===== src/hw/max7219_reg_pkg.sv =====
package max7219_reg_pkg;

   // ============================================================
   // MAX7219 register map
   // ============================================================

   // Digit registers run from 1 to 8, one per matrix row
   localparam logic [3:0] REG_DIGIT0       = 4'h1;
   localparam logic [3:0] REG_DECODE_MODE  = 4'h9;
   localparam logic [3:0] REG_INTENSITY    = 4'hA;
   localparam logic [3:0] REG_SCAN_LIMIT   = 4'hB;
   localparam logic [3:0] REG_SHUTDOWN     = 4'hC;
   localparam logic [3:0] REG_DISPLAY_TEST = 4'hF;

   // One serial word per matrix, MSB first
   localparam int WORD_BITS = 16;

   // Field view for building a word, raw view for shifting it out
   typedef union packed {
      logic [WORD_BITS-1:0] raw;
      struct packed {
         logic [3:0] unused;
         logic [3:0] addr;
         logic [7:0] data;
      } f;
   } max7219_word_u;

endpackage


===== src/hw/display_timing_pkg.sv =====
package display_timing_pkg;

   // Matrices in the daisy chain
   localparam int DEF_MATRIX_NB     = 8;

   // Serial clock timing, in clk cycles
   localparam int DEF_HALF_PERIOD   = 4;
   localparam int DEF_LOAD_DURATION = 4;

   // Word buffer depth
   localparam int DEF_FIFO_DEPTH    = 8;

   // Display geometry and configuration sequence length
   localparam int ROW_NB            = 8;
   localparam int CONFIG_WORD_NB    = 5;

endpackage


===== src/hw/frame_word_if.sv =====
interface frame_word_if;

   logic                          valid;
   logic                          ready;
   max7219_reg_pkg::max7219_word_u word;

   // Last word of a frame, then last frame of a sequence
   logic                          frame_end;
   logic                          seq_end;

   modport source (
      output valid, word, frame_end, seq_end,
      input  ready
   );

   modport sink (
      input  valid, word, frame_end, seq_end,
      output ready
   );

endinterface


===== src/hw/display_ram.sv =====
module display_ram #(
   parameter  int G_MATRIX_NB = display_timing_pkg::DEF_MATRIX_NB,
   localparam int DEPTH       = display_timing_pkg::ROW_NB * G_MATRIX_NB,
   localparam int AW          = $clog2(DEPTH)
) (
   input  logic          clk,
   // Host port
   input  logic          i_ram_me,
   input  logic          i_ram_we,
   input  logic [AW-1:0] i_ram_addr,
   input  logic [7:0]    i_ram_wdata,
   output logic [7:0]    o_ram_rdata,
   // Sequencer read port
   input  logic          i_rd_en,
   input  logic [AW-1:0] i_rd_addr,
   output logic [7:0]    o_rd_data
);

   // Byte at row * G_MATRIX_NB + matrix
   logic [7:0] mem [DEPTH];

   always_ff @(posedge clk) begin
      if (i_ram_me) begin
         if (i_ram_we) begin
            mem[i_ram_addr] <= i_ram_wdata;
         end else begin
            o_ram_rdata <= mem[i_ram_addr];
         end
      end
   end

   // Read data holds until the next read
   always_ff @(posedge clk) begin
      if (i_rd_en) begin
         o_rd_data <= mem[i_rd_addr];
      end
   end

   a_no_collision: assert property (@(posedge clk)
      !(i_ram_me && i_ram_we && i_rd_en && (i_ram_addr == i_rd_addr)))
      else $error("host write and sequencer read hit the same address");

endmodule


===== src/hw/display_sequencer.sv =====
module display_sequencer #(
   parameter  int G_MATRIX_NB = display_timing_pkg::DEF_MATRIX_NB,
   localparam int AW = $clog2(display_timing_pkg::ROW_NB * G_MATRIX_NB)
) (
   input  logic          clk,
   input  logic          i_reset,
   // Requests
   input  logic          i_new_config_val,
   input  logic          i_new_display,
   input  logic          i_display_test,
   input  logic [7:0]    i_decod_mode,
   input  logic [7:0]    i_intensity,
   input  logic [7:0]    i_scan_limit,
   input  logic [7:0]    i_shutdown,
   output logic          o_busy,
   output logic          o_done,
   input  logic          i_seq_done,
   // Display RAM read port
   output logic          o_rd_en,
   output logic [AW-1:0] o_rd_addr,
   input  logic [7:0]    i_rd_data,
   frame_word_if.source  o_words
);

   localparam int CFG_NB = display_timing_pkg::CONFIG_WORD_NB;
   localparam int ROW_NB = display_timing_pkg::ROW_NB;
   localparam int FW     = $clog2(ROW_NB);
   localparam int MW     = (G_MATRIX_NB > 1) ? $clog2(G_MATRIX_NB) : 1;

   localparam logic [2:0] S_IDLE      = 3'd0;
   localparam logic [2:0] S_CONFIG    = 3'd1;
   localparam logic [2:0] S_DISP_RD   = 3'd2;
   localparam logic [2:0] S_DISP_EMIT = 3'd3;
   localparam logic [2:0] S_WAIT_DONE = 3'd4;

   logic [2:0]    state;
   logic [FW-1:0] frame_cnt;
   logic [MW-1:0] word_cnt;
   logic [7:0]    cfg_data [CFG_NB];
   logic [3:0]    cfg_addr;
   logic          frame_end;
   logic          last_frame;
   logic          xfer;
   max7219_reg_pkg::max7219_word_u word_out;

   // Captured in the accept cycle, in frame order
   always_ff @(posedge clk) begin
      if (state == S_IDLE && i_new_config_val) begin
         cfg_data[0] <= i_shutdown;
         cfg_data[1] <= i_scan_limit;
         cfg_data[2] <= i_decod_mode;
         cfg_data[3] <= i_intensity;
         cfg_data[4] <= {7'b0, i_display_test};
      end
   end

   always_comb begin
      case (frame_cnt)
         3'd0:    cfg_addr = max7219_reg_pkg::REG_SHUTDOWN;
         3'd1:    cfg_addr = max7219_reg_pkg::REG_SCAN_LIMIT;
         3'd2:    cfg_addr = max7219_reg_pkg::REG_DECODE_MODE;
         3'd3:    cfg_addr = max7219_reg_pkg::REG_INTENSITY;
         default: cfg_addr = max7219_reg_pkg::REG_DISPLAY_TEST;
      endcase
   end

   // ============================================================
   // Word output
   // ============================================================

   always_comb begin
      word_out = '0;
      if (state == S_CONFIG) begin
         word_out.f.addr = cfg_addr;
         word_out.f.data = cfg_data[frame_cnt];
      end else begin
         word_out.f.addr = 4'(max7219_reg_pkg::REG_DIGIT0 + frame_cnt);
         word_out.f.data = i_rd_data;
      end
   end

   // Matrix count runs down, so the far matrix is shifted first
   assign frame_end  = (word_cnt == '0);
   assign last_frame = (state == S_CONFIG) ? (frame_cnt == FW'(CFG_NB - 1))
                                           : (frame_cnt == FW'(ROW_NB - 1));

   assign o_words.valid     = (state == S_CONFIG) || (state == S_DISP_EMIT);
   assign o_words.word      = word_out;
   assign o_words.frame_end = frame_end;
   assign o_words.seq_end   = frame_end && last_frame;
   assign xfer              = o_words.valid && o_words.ready;

   // One read per word, issued only after the previous word left
   assign o_rd_en   = (state == S_DISP_RD);
   assign o_rd_addr = AW'(frame_cnt * G_MATRIX_NB + word_cnt);

   assign o_busy = (state != S_IDLE);

   // ============================================================
   // Control FSM
   // ============================================================

   always_ff @(posedge clk) begin
      if (i_reset) begin
         state     <= S_IDLE;
         frame_cnt <= '0;
         word_cnt  <= '0;
         o_done    <= 1'b0;
      end else begin
         o_done <= 1'b0;
         if (xfer) begin
            if (frame_end) begin
               word_cnt  <= MW'(G_MATRIX_NB - 1);
               frame_cnt <= frame_cnt + 1'b1;
            end else begin
               word_cnt <= word_cnt - 1'b1;
            end
         end
         case (state)
            S_IDLE: begin
               frame_cnt <= '0;
               word_cnt  <= MW'(G_MATRIX_NB - 1);
               // Configuration has priority
               if (i_new_config_val) begin
                  state <= S_CONFIG;
               end else if (i_new_display) begin
                  state <= S_DISP_RD;
               end
            end
            S_CONFIG: begin
               if (xfer && o_words.seq_end) begin
                  state <= S_WAIT_DONE;
               end
            end
            S_DISP_RD: state <= S_DISP_EMIT;
            S_DISP_EMIT: begin
               if (xfer) begin
                  state <= o_words.seq_end ? S_WAIT_DONE : S_DISP_RD;
               end
            end
            S_WAIT_DONE: begin
               if (i_seq_done) begin
                  state  <= S_IDLE;
                  o_done <= 1'b1;
               end
            end
            default: state <= S_IDLE;
         endcase
      end
   end

   a_hold_payload: assert property (@(posedge clk) disable iff (i_reset)
      o_words.valid && !o_words.ready |=> o_words.valid && $stable(o_words.word)
         && $stable(o_words.frame_end) && $stable(o_words.seq_end))
      else $error("word changed under back-pressure");

endmodule


===== src/hw/word_fifo.sv =====
module word_fifo #(
   parameter int G_FIFO_DEPTH = display_timing_pkg::DEF_FIFO_DEPTH
) (
   input  logic        clk,
   input  logic        i_reset,
   frame_word_if.sink   i_words,
   frame_word_if.source o_words
);

   localparam int WB = max7219_reg_pkg::WORD_BITS;
   localparam int PW = $clog2(G_FIFO_DEPTH);
   localparam int CW = $clog2(G_FIFO_DEPTH + 1);

   // Entry is {seq_end, frame_end, word}
   logic [WB+1:0] mem [G_FIFO_DEPTH];
   logic [PW-1:0] wr_ptr;
   logic [PW-1:0] rd_ptr;
   logic [CW-1:0] count;
   logic          full;
   logic          empty;
   logic          push;
   logic          pop;

   assign full  = (count == CW'(G_FIFO_DEPTH));
   assign empty = (count == '0);

   assign i_words.ready = !full;
   assign o_words.valid = !empty;
   assign push          = i_words.valid && i_words.ready;
   assign pop           = o_words.valid && o_words.ready;

   assign o_words.word      = mem[rd_ptr][WB-1:0];
   assign o_words.frame_end = mem[rd_ptr][WB];
   assign o_words.seq_end   = mem[rd_ptr][WB+1];

   always_ff @(posedge clk) begin
      if (push) begin
         mem[wr_ptr] <= {i_words.seq_end, i_words.frame_end, i_words.word};
      end
   end

   always_ff @(posedge clk) begin
      if (i_reset) begin
         wr_ptr <= '0;
         rd_ptr <= '0;
         count  <= '0;
      end else begin
         if (push) begin
            wr_ptr <= (wr_ptr == PW'(G_FIFO_DEPTH - 1)) ? '0 : wr_ptr + 1'b1;
         end
         if (pop) begin
            rd_ptr <= (rd_ptr == PW'(G_FIFO_DEPTH - 1)) ? '0 : rd_ptr + 1'b1;
         end
         case ({push, pop})
            2'b10:   count <= count + 1'b1;
            2'b01:   count <= count - 1'b1;
            default: count <= count;
         endcase
      end
   end

   // Pointers meet exactly when the count says empty or full
   a_no_overrun: assert property (@(posedge clk) disable iff (i_reset)
      (count <= CW'(G_FIFO_DEPTH)) && ((full || empty) == (wr_ptr == rd_ptr)))
      else $error("buffer count and pointers disagree");

endmodule


===== src/hw/spi_serializer.sv =====
module spi_serializer #(
   parameter int G_HALF_PERIOD   = display_timing_pkg::DEF_HALF_PERIOD,
   parameter int G_LOAD_DURATION = display_timing_pkg::DEF_LOAD_DURATION
) (
   input  logic      clk,
   input  logic      i_reset,
   frame_word_if.sink i_words,
   output logic      o_seq_done,
   output logic      o_max7219_clk,
   output logic      o_max7219_data,
   output logic      o_max7219_load
);

   localparam int WB = max7219_reg_pkg::WORD_BITS;
   localparam int BW = $clog2(WB);
   localparam int HW = $clog2(G_HALF_PERIOD + 1);
   localparam int LW = $clog2(G_LOAD_DURATION + 1);

   localparam logic [2:0] S_IDLE = 3'd0;
   localparam logic [2:0] S_LOW  = 3'd1;
   localparam logic [2:0] S_HIGH = 3'd2;
   localparam logic [2:0] S_LOAD = 3'd3;
   localparam logic [2:0] S_GAP  = 3'd4;

   logic [2:0]    state;
   logic [WB-1:0] shift_reg;
   logic [BW-1:0] bit_cnt;
   logic [HW-1:0] half_cnt;
   logic [LW-1:0] load_cnt;
   logic          frame_flag;
   logic          seq_flag;
   logic          half_done;
   logic          word_done;
   logic          take;

   assign half_done = (half_cnt == HW'(G_HALF_PERIOD - 1));
   assign word_done = (state == S_HIGH) && half_done && (bit_cnt == '0);

   // Next word chains straight on unless the frame ends here
   assign i_words.ready = (state == S_IDLE) || (word_done && !frame_flag);
   assign take          = i_words.valid && i_words.ready;

   assign o_max7219_clk  = (state == S_HIGH);
   assign o_max7219_load = (state == S_LOAD);
   assign o_max7219_data = ((state == S_LOW) || (state == S_HIGH)) && shift_reg[WB-1];

   always_ff @(posedge clk) begin
      if (take) begin
         shift_reg  <= i_words.word.raw;
         frame_flag <= i_words.frame_end;
         seq_flag   <= i_words.seq_end;
      end else if (state == S_HIGH && half_done && bit_cnt != '0) begin
         shift_reg <= {shift_reg[WB-2:0], 1'b0};
      end
   end

   // ============================================================
   // Bit timing and load pulse
   // ============================================================

   always_ff @(posedge clk) begin
      if (i_reset) begin
         state      <= S_IDLE;
         bit_cnt    <= '0;
         half_cnt   <= '0;
         load_cnt   <= '0;
         o_seq_done <= 1'b0;
      end else begin
         o_seq_done <= 1'b0;
         case (state)
            // Also the mid-frame wait with the clock held low
            S_IDLE: begin
               if (take) begin
                  half_cnt <= '0;
                  bit_cnt  <= BW'(WB - 1);
                  state    <= S_LOW;
               end
            end
            S_LOW: begin
               half_cnt <= half_done ? '0 : half_cnt + 1'b1;
               if (half_done) begin
                  state <= S_HIGH;
               end
            end
            S_HIGH: begin
               half_cnt <= half_done ? '0 : half_cnt + 1'b1;
               if (half_done) begin
                  if (bit_cnt != '0) begin
                     bit_cnt <= bit_cnt - 1'b1;
                     state   <= S_LOW;
                  end else if (frame_flag) begin
                     load_cnt <= '0;
                     state    <= S_LOAD;
                  end else if (take) begin
                     bit_cnt <= BW'(WB - 1);
                     state   <= S_LOW;
                  end else begin
                     state <= S_IDLE;
                  end
               end
            end
            S_LOAD: begin
               load_cnt <= load_cnt + 1'b1;
               if (load_cnt == LW'(G_LOAD_DURATION - 1)) begin
                  half_cnt   <= '0;
                  o_seq_done <= seq_flag;
                  state      <= S_GAP;
               end
            end
            S_GAP: begin
               half_cnt <= half_cnt + 1'b1;
               if (half_done) begin
                  state <= S_IDLE;
               end
            end
            default: state <= S_IDLE;
         endcase
      end
   end

   a_load_after_shift: assert property (@(posedge clk) disable iff (i_reset)
      o_max7219_load |-> !o_max7219_clk && (bit_cnt == '0))
      else $error("load raised during a shift");

endmodule


===== src/hw/max7219_controller.sv =====
module max7219_controller #(
   parameter  int G_MATRIX_NB     = display_timing_pkg::DEF_MATRIX_NB,
   parameter  int G_HALF_PERIOD   = display_timing_pkg::DEF_HALF_PERIOD,
   parameter  int G_LOAD_DURATION = display_timing_pkg::DEF_LOAD_DURATION,
   parameter  int G_FIFO_DEPTH    = display_timing_pkg::DEF_FIFO_DEPTH,
   localparam int AW = $clog2(display_timing_pkg::ROW_NB * G_MATRIX_NB)
) (
   input  logic          clk,
   input  logic          i_reset,
   input  logic          i_new_config_val,
   input  logic          i_new_display,
   input  logic          i_display_test,
   input  logic [7:0]    i_decod_mode,
   input  logic [7:0]    i_intensity,
   input  logic [7:0]    i_scan_limit,
   input  logic [7:0]    i_shutdown,
   input  logic          i_ram_me,
   input  logic          i_ram_we,
   input  logic [AW-1:0] i_ram_addr,
   input  logic [7:0]    i_ram_wdata,
   output logic [7:0]    o_ram_rdata,
   output logic          o_busy,
   output logic          o_done,
   output logic          o_max7219_clk,
   output logic          o_max7219_data,
   output logic          o_max7219_load
);

   logic          rd_en;
   logic [AW-1:0] rd_addr;
   logic [7:0]    rd_data;
   logic          seq_done;

   // Sequencer to buffer, buffer to serializer
   frame_word_if seq_words ();
   frame_word_if ser_words ();

   display_ram #(
      .G_MATRIX_NB (G_MATRIX_NB)
   ) ram_i (
      .clk         (clk),
      .i_ram_me    (i_ram_me),
      .i_ram_we    (i_ram_we),
      .i_ram_addr  (i_ram_addr),
      .i_ram_wdata (i_ram_wdata),
      .o_ram_rdata (o_ram_rdata),
      .i_rd_en     (rd_en),
      .i_rd_addr   (rd_addr),
      .o_rd_data   (rd_data)
   );

   display_sequencer #(
      .G_MATRIX_NB (G_MATRIX_NB)
   ) seq_i (
      .clk              (clk),
      .i_reset          (i_reset),
      .i_new_config_val (i_new_config_val),
      .i_new_display    (i_new_display),
      .i_display_test   (i_display_test),
      .i_decod_mode     (i_decod_mode),
      .i_intensity      (i_intensity),
      .i_scan_limit     (i_scan_limit),
      .i_shutdown       (i_shutdown),
      .o_busy           (o_busy),
      .o_done           (o_done),
      .i_seq_done       (seq_done),
      .o_rd_en          (rd_en),
      .o_rd_addr        (rd_addr),
      .i_rd_data        (rd_data),
      .o_words          (seq_words)
   );

   word_fifo #(
      .G_FIFO_DEPTH (G_FIFO_DEPTH)
   ) fifo_i (
      .clk     (clk),
      .i_reset (i_reset),
      .i_words (seq_words),
      .o_words (ser_words)
   );

   spi_serializer #(
      .G_HALF_PERIOD   (G_HALF_PERIOD),
      .G_LOAD_DURATION (G_LOAD_DURATION)
   ) ser_i (
      .clk            (clk),
      .i_reset        (i_reset),
      .i_words        (ser_words),
      .o_seq_done     (seq_done),
      .o_max7219_clk  (o_max7219_clk),
      .o_max7219_data (o_max7219_data),
      .o_max7219_load (o_max7219_load)
   );

endmodule


===== config.mk =====
export PLATFORM = sky130hd
export DESIGN_NAME = max7219_controller
export DESIGN_NICKNAME = d
export VERILOG_FILES = /design/src/hw/max7219_reg_pkg.sv /design/src/hw/display_timing_pkg.sv /design/src/hw/frame_word_if.sv /design/src/hw/display_ram.sv /design/src/hw/display_sequencer.sv /design/src/hw/word_fifo.sv /design/src/hw/spi_serializer.sv /design/src/hw/max7219_controller.sv
export SDC_FILE = /design/constraint.sdc
export NUM_CORES = 1
export LEC_CHECK = 0
export ABC_CLOCK_PERIOD_IN_PS = 6300
export BUFFER_PORTS_ARGS = -buffer_cell sky130_fd_sc_hd__buf_2
export CAP_MARGIN = 20
export CORE_ASPECT_RATIO = 0.6
export CORE_MARGIN = 1.5
export CORE_UTILIZATION = 55
export CTS_CLUSTER_SIZE = 40
export DETAILED_ROUTE_END_ITERATION = 16
export PLACE_DENSITY = 0.68
export SYNTH_ARGS = -nofsm -noshare
export SYNTH_HDL_FRONTEND = slang
export SYNTH_SLANG_ARGS = --single-unit

===== constraint.sdc =====
create_clock -name clk -period 6.3 [get_ports clk]
set_clock_uncertainty 0.2 [all_clocks]
set_input_delay 0.63 -clock clk [delete_from_list [all_inputs] [get_ports clk]]
set_output_delay 0.63 -clock clk [all_outputs]
set_load 0.005 [all_outputs]

==> summary.md <==
| Metric | Value |
|---|---|
| Status | `finished clean` |
| Max reg flops | `512` |
| Number of post-CTS setup repair buffers | `0` |
| Crit. End Element | `flip-flop` |
| Min setup slack post-route | `2.197 ns` |
| Std cell rows | `69` |
| Die width | `319.1 µm` |
| Netlist cell types | `66` |
| Post-synthesis sequential area ratio | `65.36%` |
| GR Util All Layers | `32.04%` |
| Slowest stage delay, CP | `0.77 ns` |
| Post-CTS Resized | `0` |
| Footprint of the multi-input gates | `10610 µm²` |
| Layout cells sized above 1 | `24.20%` |
| Core Box Area | `59220 µm²` |
| PortBufs | `65` |
| Kind of cell adding the most delay to the critical path | `compound AO/OA/AOI/OAI gates` |
| R2R setup slack | `2.20 ns` |
| Routability cong. | `0.9875` |
| Die area | `61470 µm²` |
| Met3 wire length | `16630 µm` |
| Vias | `20550` |
| Met2 wire len | `39620 µm` |
| First-pass GRT wire length | `139800 µm` |
| Async S/R FF share, synth | `0%` |
| Slowest CP cell | `inv_1` |
| F_max | `243.7 MHz` |
| Placed Area | `33880 µm²` |
| DP Wirelength | `62470 µm` |
| Max Cap Viol | `0` |
| Yosys warns | `0` |
| Register area | `21560 µm²` |
| Top routing layer in use | `met5` |
| Critical path required time | `6.63 ns` |
| Syn Area/Cell | `17.17 µm²` |
| Number of synthesized flops with an enable pin | `691` |
| Setup violators final | `0` |
| Crit share post-route | `65.13%` |
| Syn Inst Count | `1920` |
| Avg Vias per Cell | `7.279` |
| Classification of the worst setup path | `flip-flop to flip-flop` |
| Max clock buf depth | `3` |
| Crit path max fanout | `27` |
| Clk slew on worst S/H paths | `0.06 ns` |
| DRT Pass-1 Iters | `9` |
| Largest net degree at the start of global routing | `76` |
| I/O pin total | `66` |
| Post-synth top flop | `edfxtp_1` |
| Area Overhead vs Synth | `10.73%` |
| CTS tree | `yes` |
| Final ANT Viol Nets | `0` |
| # DRC | `0` |
| Most common cell in the netlist | `edfxtp_1` |
| Routed wire length | `97930 µm` |
| CTS Root Cell | `clkbuf_16` |
| Synth top area cells | `edfxtp_1 63%, mux4_2 15%, mux2i_1 2.8%` |
| Top reg by flops | `ram_i.mem` |
| Nets@finish | `2061` |
| Initial core utilization | `55.67%` |
| Syn Std Cell Area | `32970 µm²` |
| WL/cell | `34.69 µm` |
| TNS Setup | `0 ns` |
| Largest registers | `ram_i.mem (512), fifo_i.mem (112), seq_i.cfg_data (33)` |
| # fillers | `4250` |
| Worst slew margin | `21.07%` |
| Endpoints failing hold | `0` |
| Crit path arrival time | `4.43 ns` |
| LEAKAGE | `11.61 nW` |
| CP Buf/Inv Count | `2` |
| HP Class | `flip-flop to flip-flop` |
| Fin area | `36510 µm²` |
| Synthesized flop and latch total | `731` |
| Startpoint Class | `flip-flop` |
| RSZ-0062 raised after global routing | `false` |
| CTS Buf Count | `68` |
| Sink Count | `731` |
| Syn nets | `1994` |
| PD cells | `367.0 nW/µm²` |
| Final Critical Period | `4.103 ns` |
| Clock latency at the later pin of the worst-skew pair | `0.63 ns` |
| Largest area contributor in the netlist | `edfxtp_1` |
| Grt total ovfl | `0` |
| Yosys top cell area share | `62.93%` |
| Critical-path cell list | `inv_1 -> ha_1 -> nor4b_2 -> nand2_1 -> a2111o_1 -> inv_1 -> ha_1 -> nor4bb_1 -> a21oi_1 -> o22a_1 -> or3_1 -> a21oi_1` |
| DIE HEIGHT | `192.7 µm` |
| Top cells by count, synth | `691 x edfxtp_1, 226 x mux4_2, 146 x nor2_1` |
| Placed Instances | `2661` |
| H-tree Lvls | `3` |
| DR iter-0 viols | `3667` |
| Vias in the first global route | `19480` |
| Dpl ws | `2.059 ns` |
| Fin. max-slew vios | `0` |
| Peak supply drop | `0.0002561 V` |
| Worst slew pin tran | `1.180 ns` |
| M1 WL | `39050 µm` |
| Initial antenna violation count | `3` |
| Final non-filler cell total | `2823` |
what timing repair did:
| action | CTS | global route |
|---|---|---|
| hold buffers | 33 | 0 |
| endpoints found under the hold margin | 33 | 0 |
| endpoints found under the setup margin | 0 | 0 |
worst paths after layout:
path	start	to	cells past startpoint
min reg2reg	ser_i.o_seq_done	seq_i.o_done	2
min	ser_i.o_seq_done	seq_i.o_done	2
max reg2reg	ser_i.bit_cnt[0]	fifo_i.count[3]	12
max	ser_i.bit_cnt[0]	fifo_i.count[3]	12
cell families after synthesis:
family / synth area share (%)
compound gates: 7.111
xor+xnor: 0.1328
fa+ha+maj: 0.7969
buf+inv: 2.664
flops: 65.36
mux: 19.49
simple gates: 4.444
area by class of cell:
cell class / count / share of cell area (%)
tap: 781 / 2.677
antenna: 1 / 0.006854
sequential: 731 / 59.06
clock buffer: 84 / 4.911
inverter: 22 / 0.2262
timing repair buffer: 139 / 2.793
multi-input combinational: 1025 / 29.07
clock inverter: 40 / 1.254
power by group:
| group | switching, mW | internal, mW |
|---|---|---|
| logic | 1.72 | 1.33 |
| registers | 0.303 | 5.77 |
| clock network | 1.86 | 2.41 |
layer usage:
metal	vias up	track usage (%)
met4	6	8.004
met2	1712	42.98
met1	10520	48.29
met3	220	13.22
met5	-	0
li1	8094	-
worst min-delay path, cell delays in order, from the launching register on:
cell and delay, ns:
dfxtp_1 0.32, nand2_1 0.07, nor4_1 0.04
placed cells by master (no fill, tap or decap), drive strengths merged, types with 14 or more instances in the layout:
cell type,synthesis,routed
clkbuf,54,84
dlygate4sd3,0,33
a21oi,63,63
nor2,147,147
mux2,36,36
buf,88,106
inv,22,25
ha,21,21
mux4,226,226
nand2,51,51
nor2b,20,20
dfxtp,40,40
edfxtp,691,691
o21ai,44,44
o22ai,26,26
mux2i,93,93
nand3,14,14
a22oi,48,48
a22o,19,19
nor3,27,27
a211oi,14,14
a221oi,53,53
clkinv,0,24
stage by stage:
| stage | total power [mW] | hold WS [ns] | utilization (%) |
|---|---|---|---|
| 2_1_floorplan | 8.210 | 0.2248 | - |
| 3_3_place_gp | 9.059 | 0.2448 | 57.20 |
| 3_5_place_dp | 9.124 | 0.2511 | 57.20 |
| 4_1_cts | 13.35 | 0.2721 | 61.56 |
| 5_1_grt | 13.80 | 0.2981 | 61.64 |
| 6_report | 13.40 | 0.2741 | 61.64 |
Note: power is estimated with default switching activity, not from simulation.
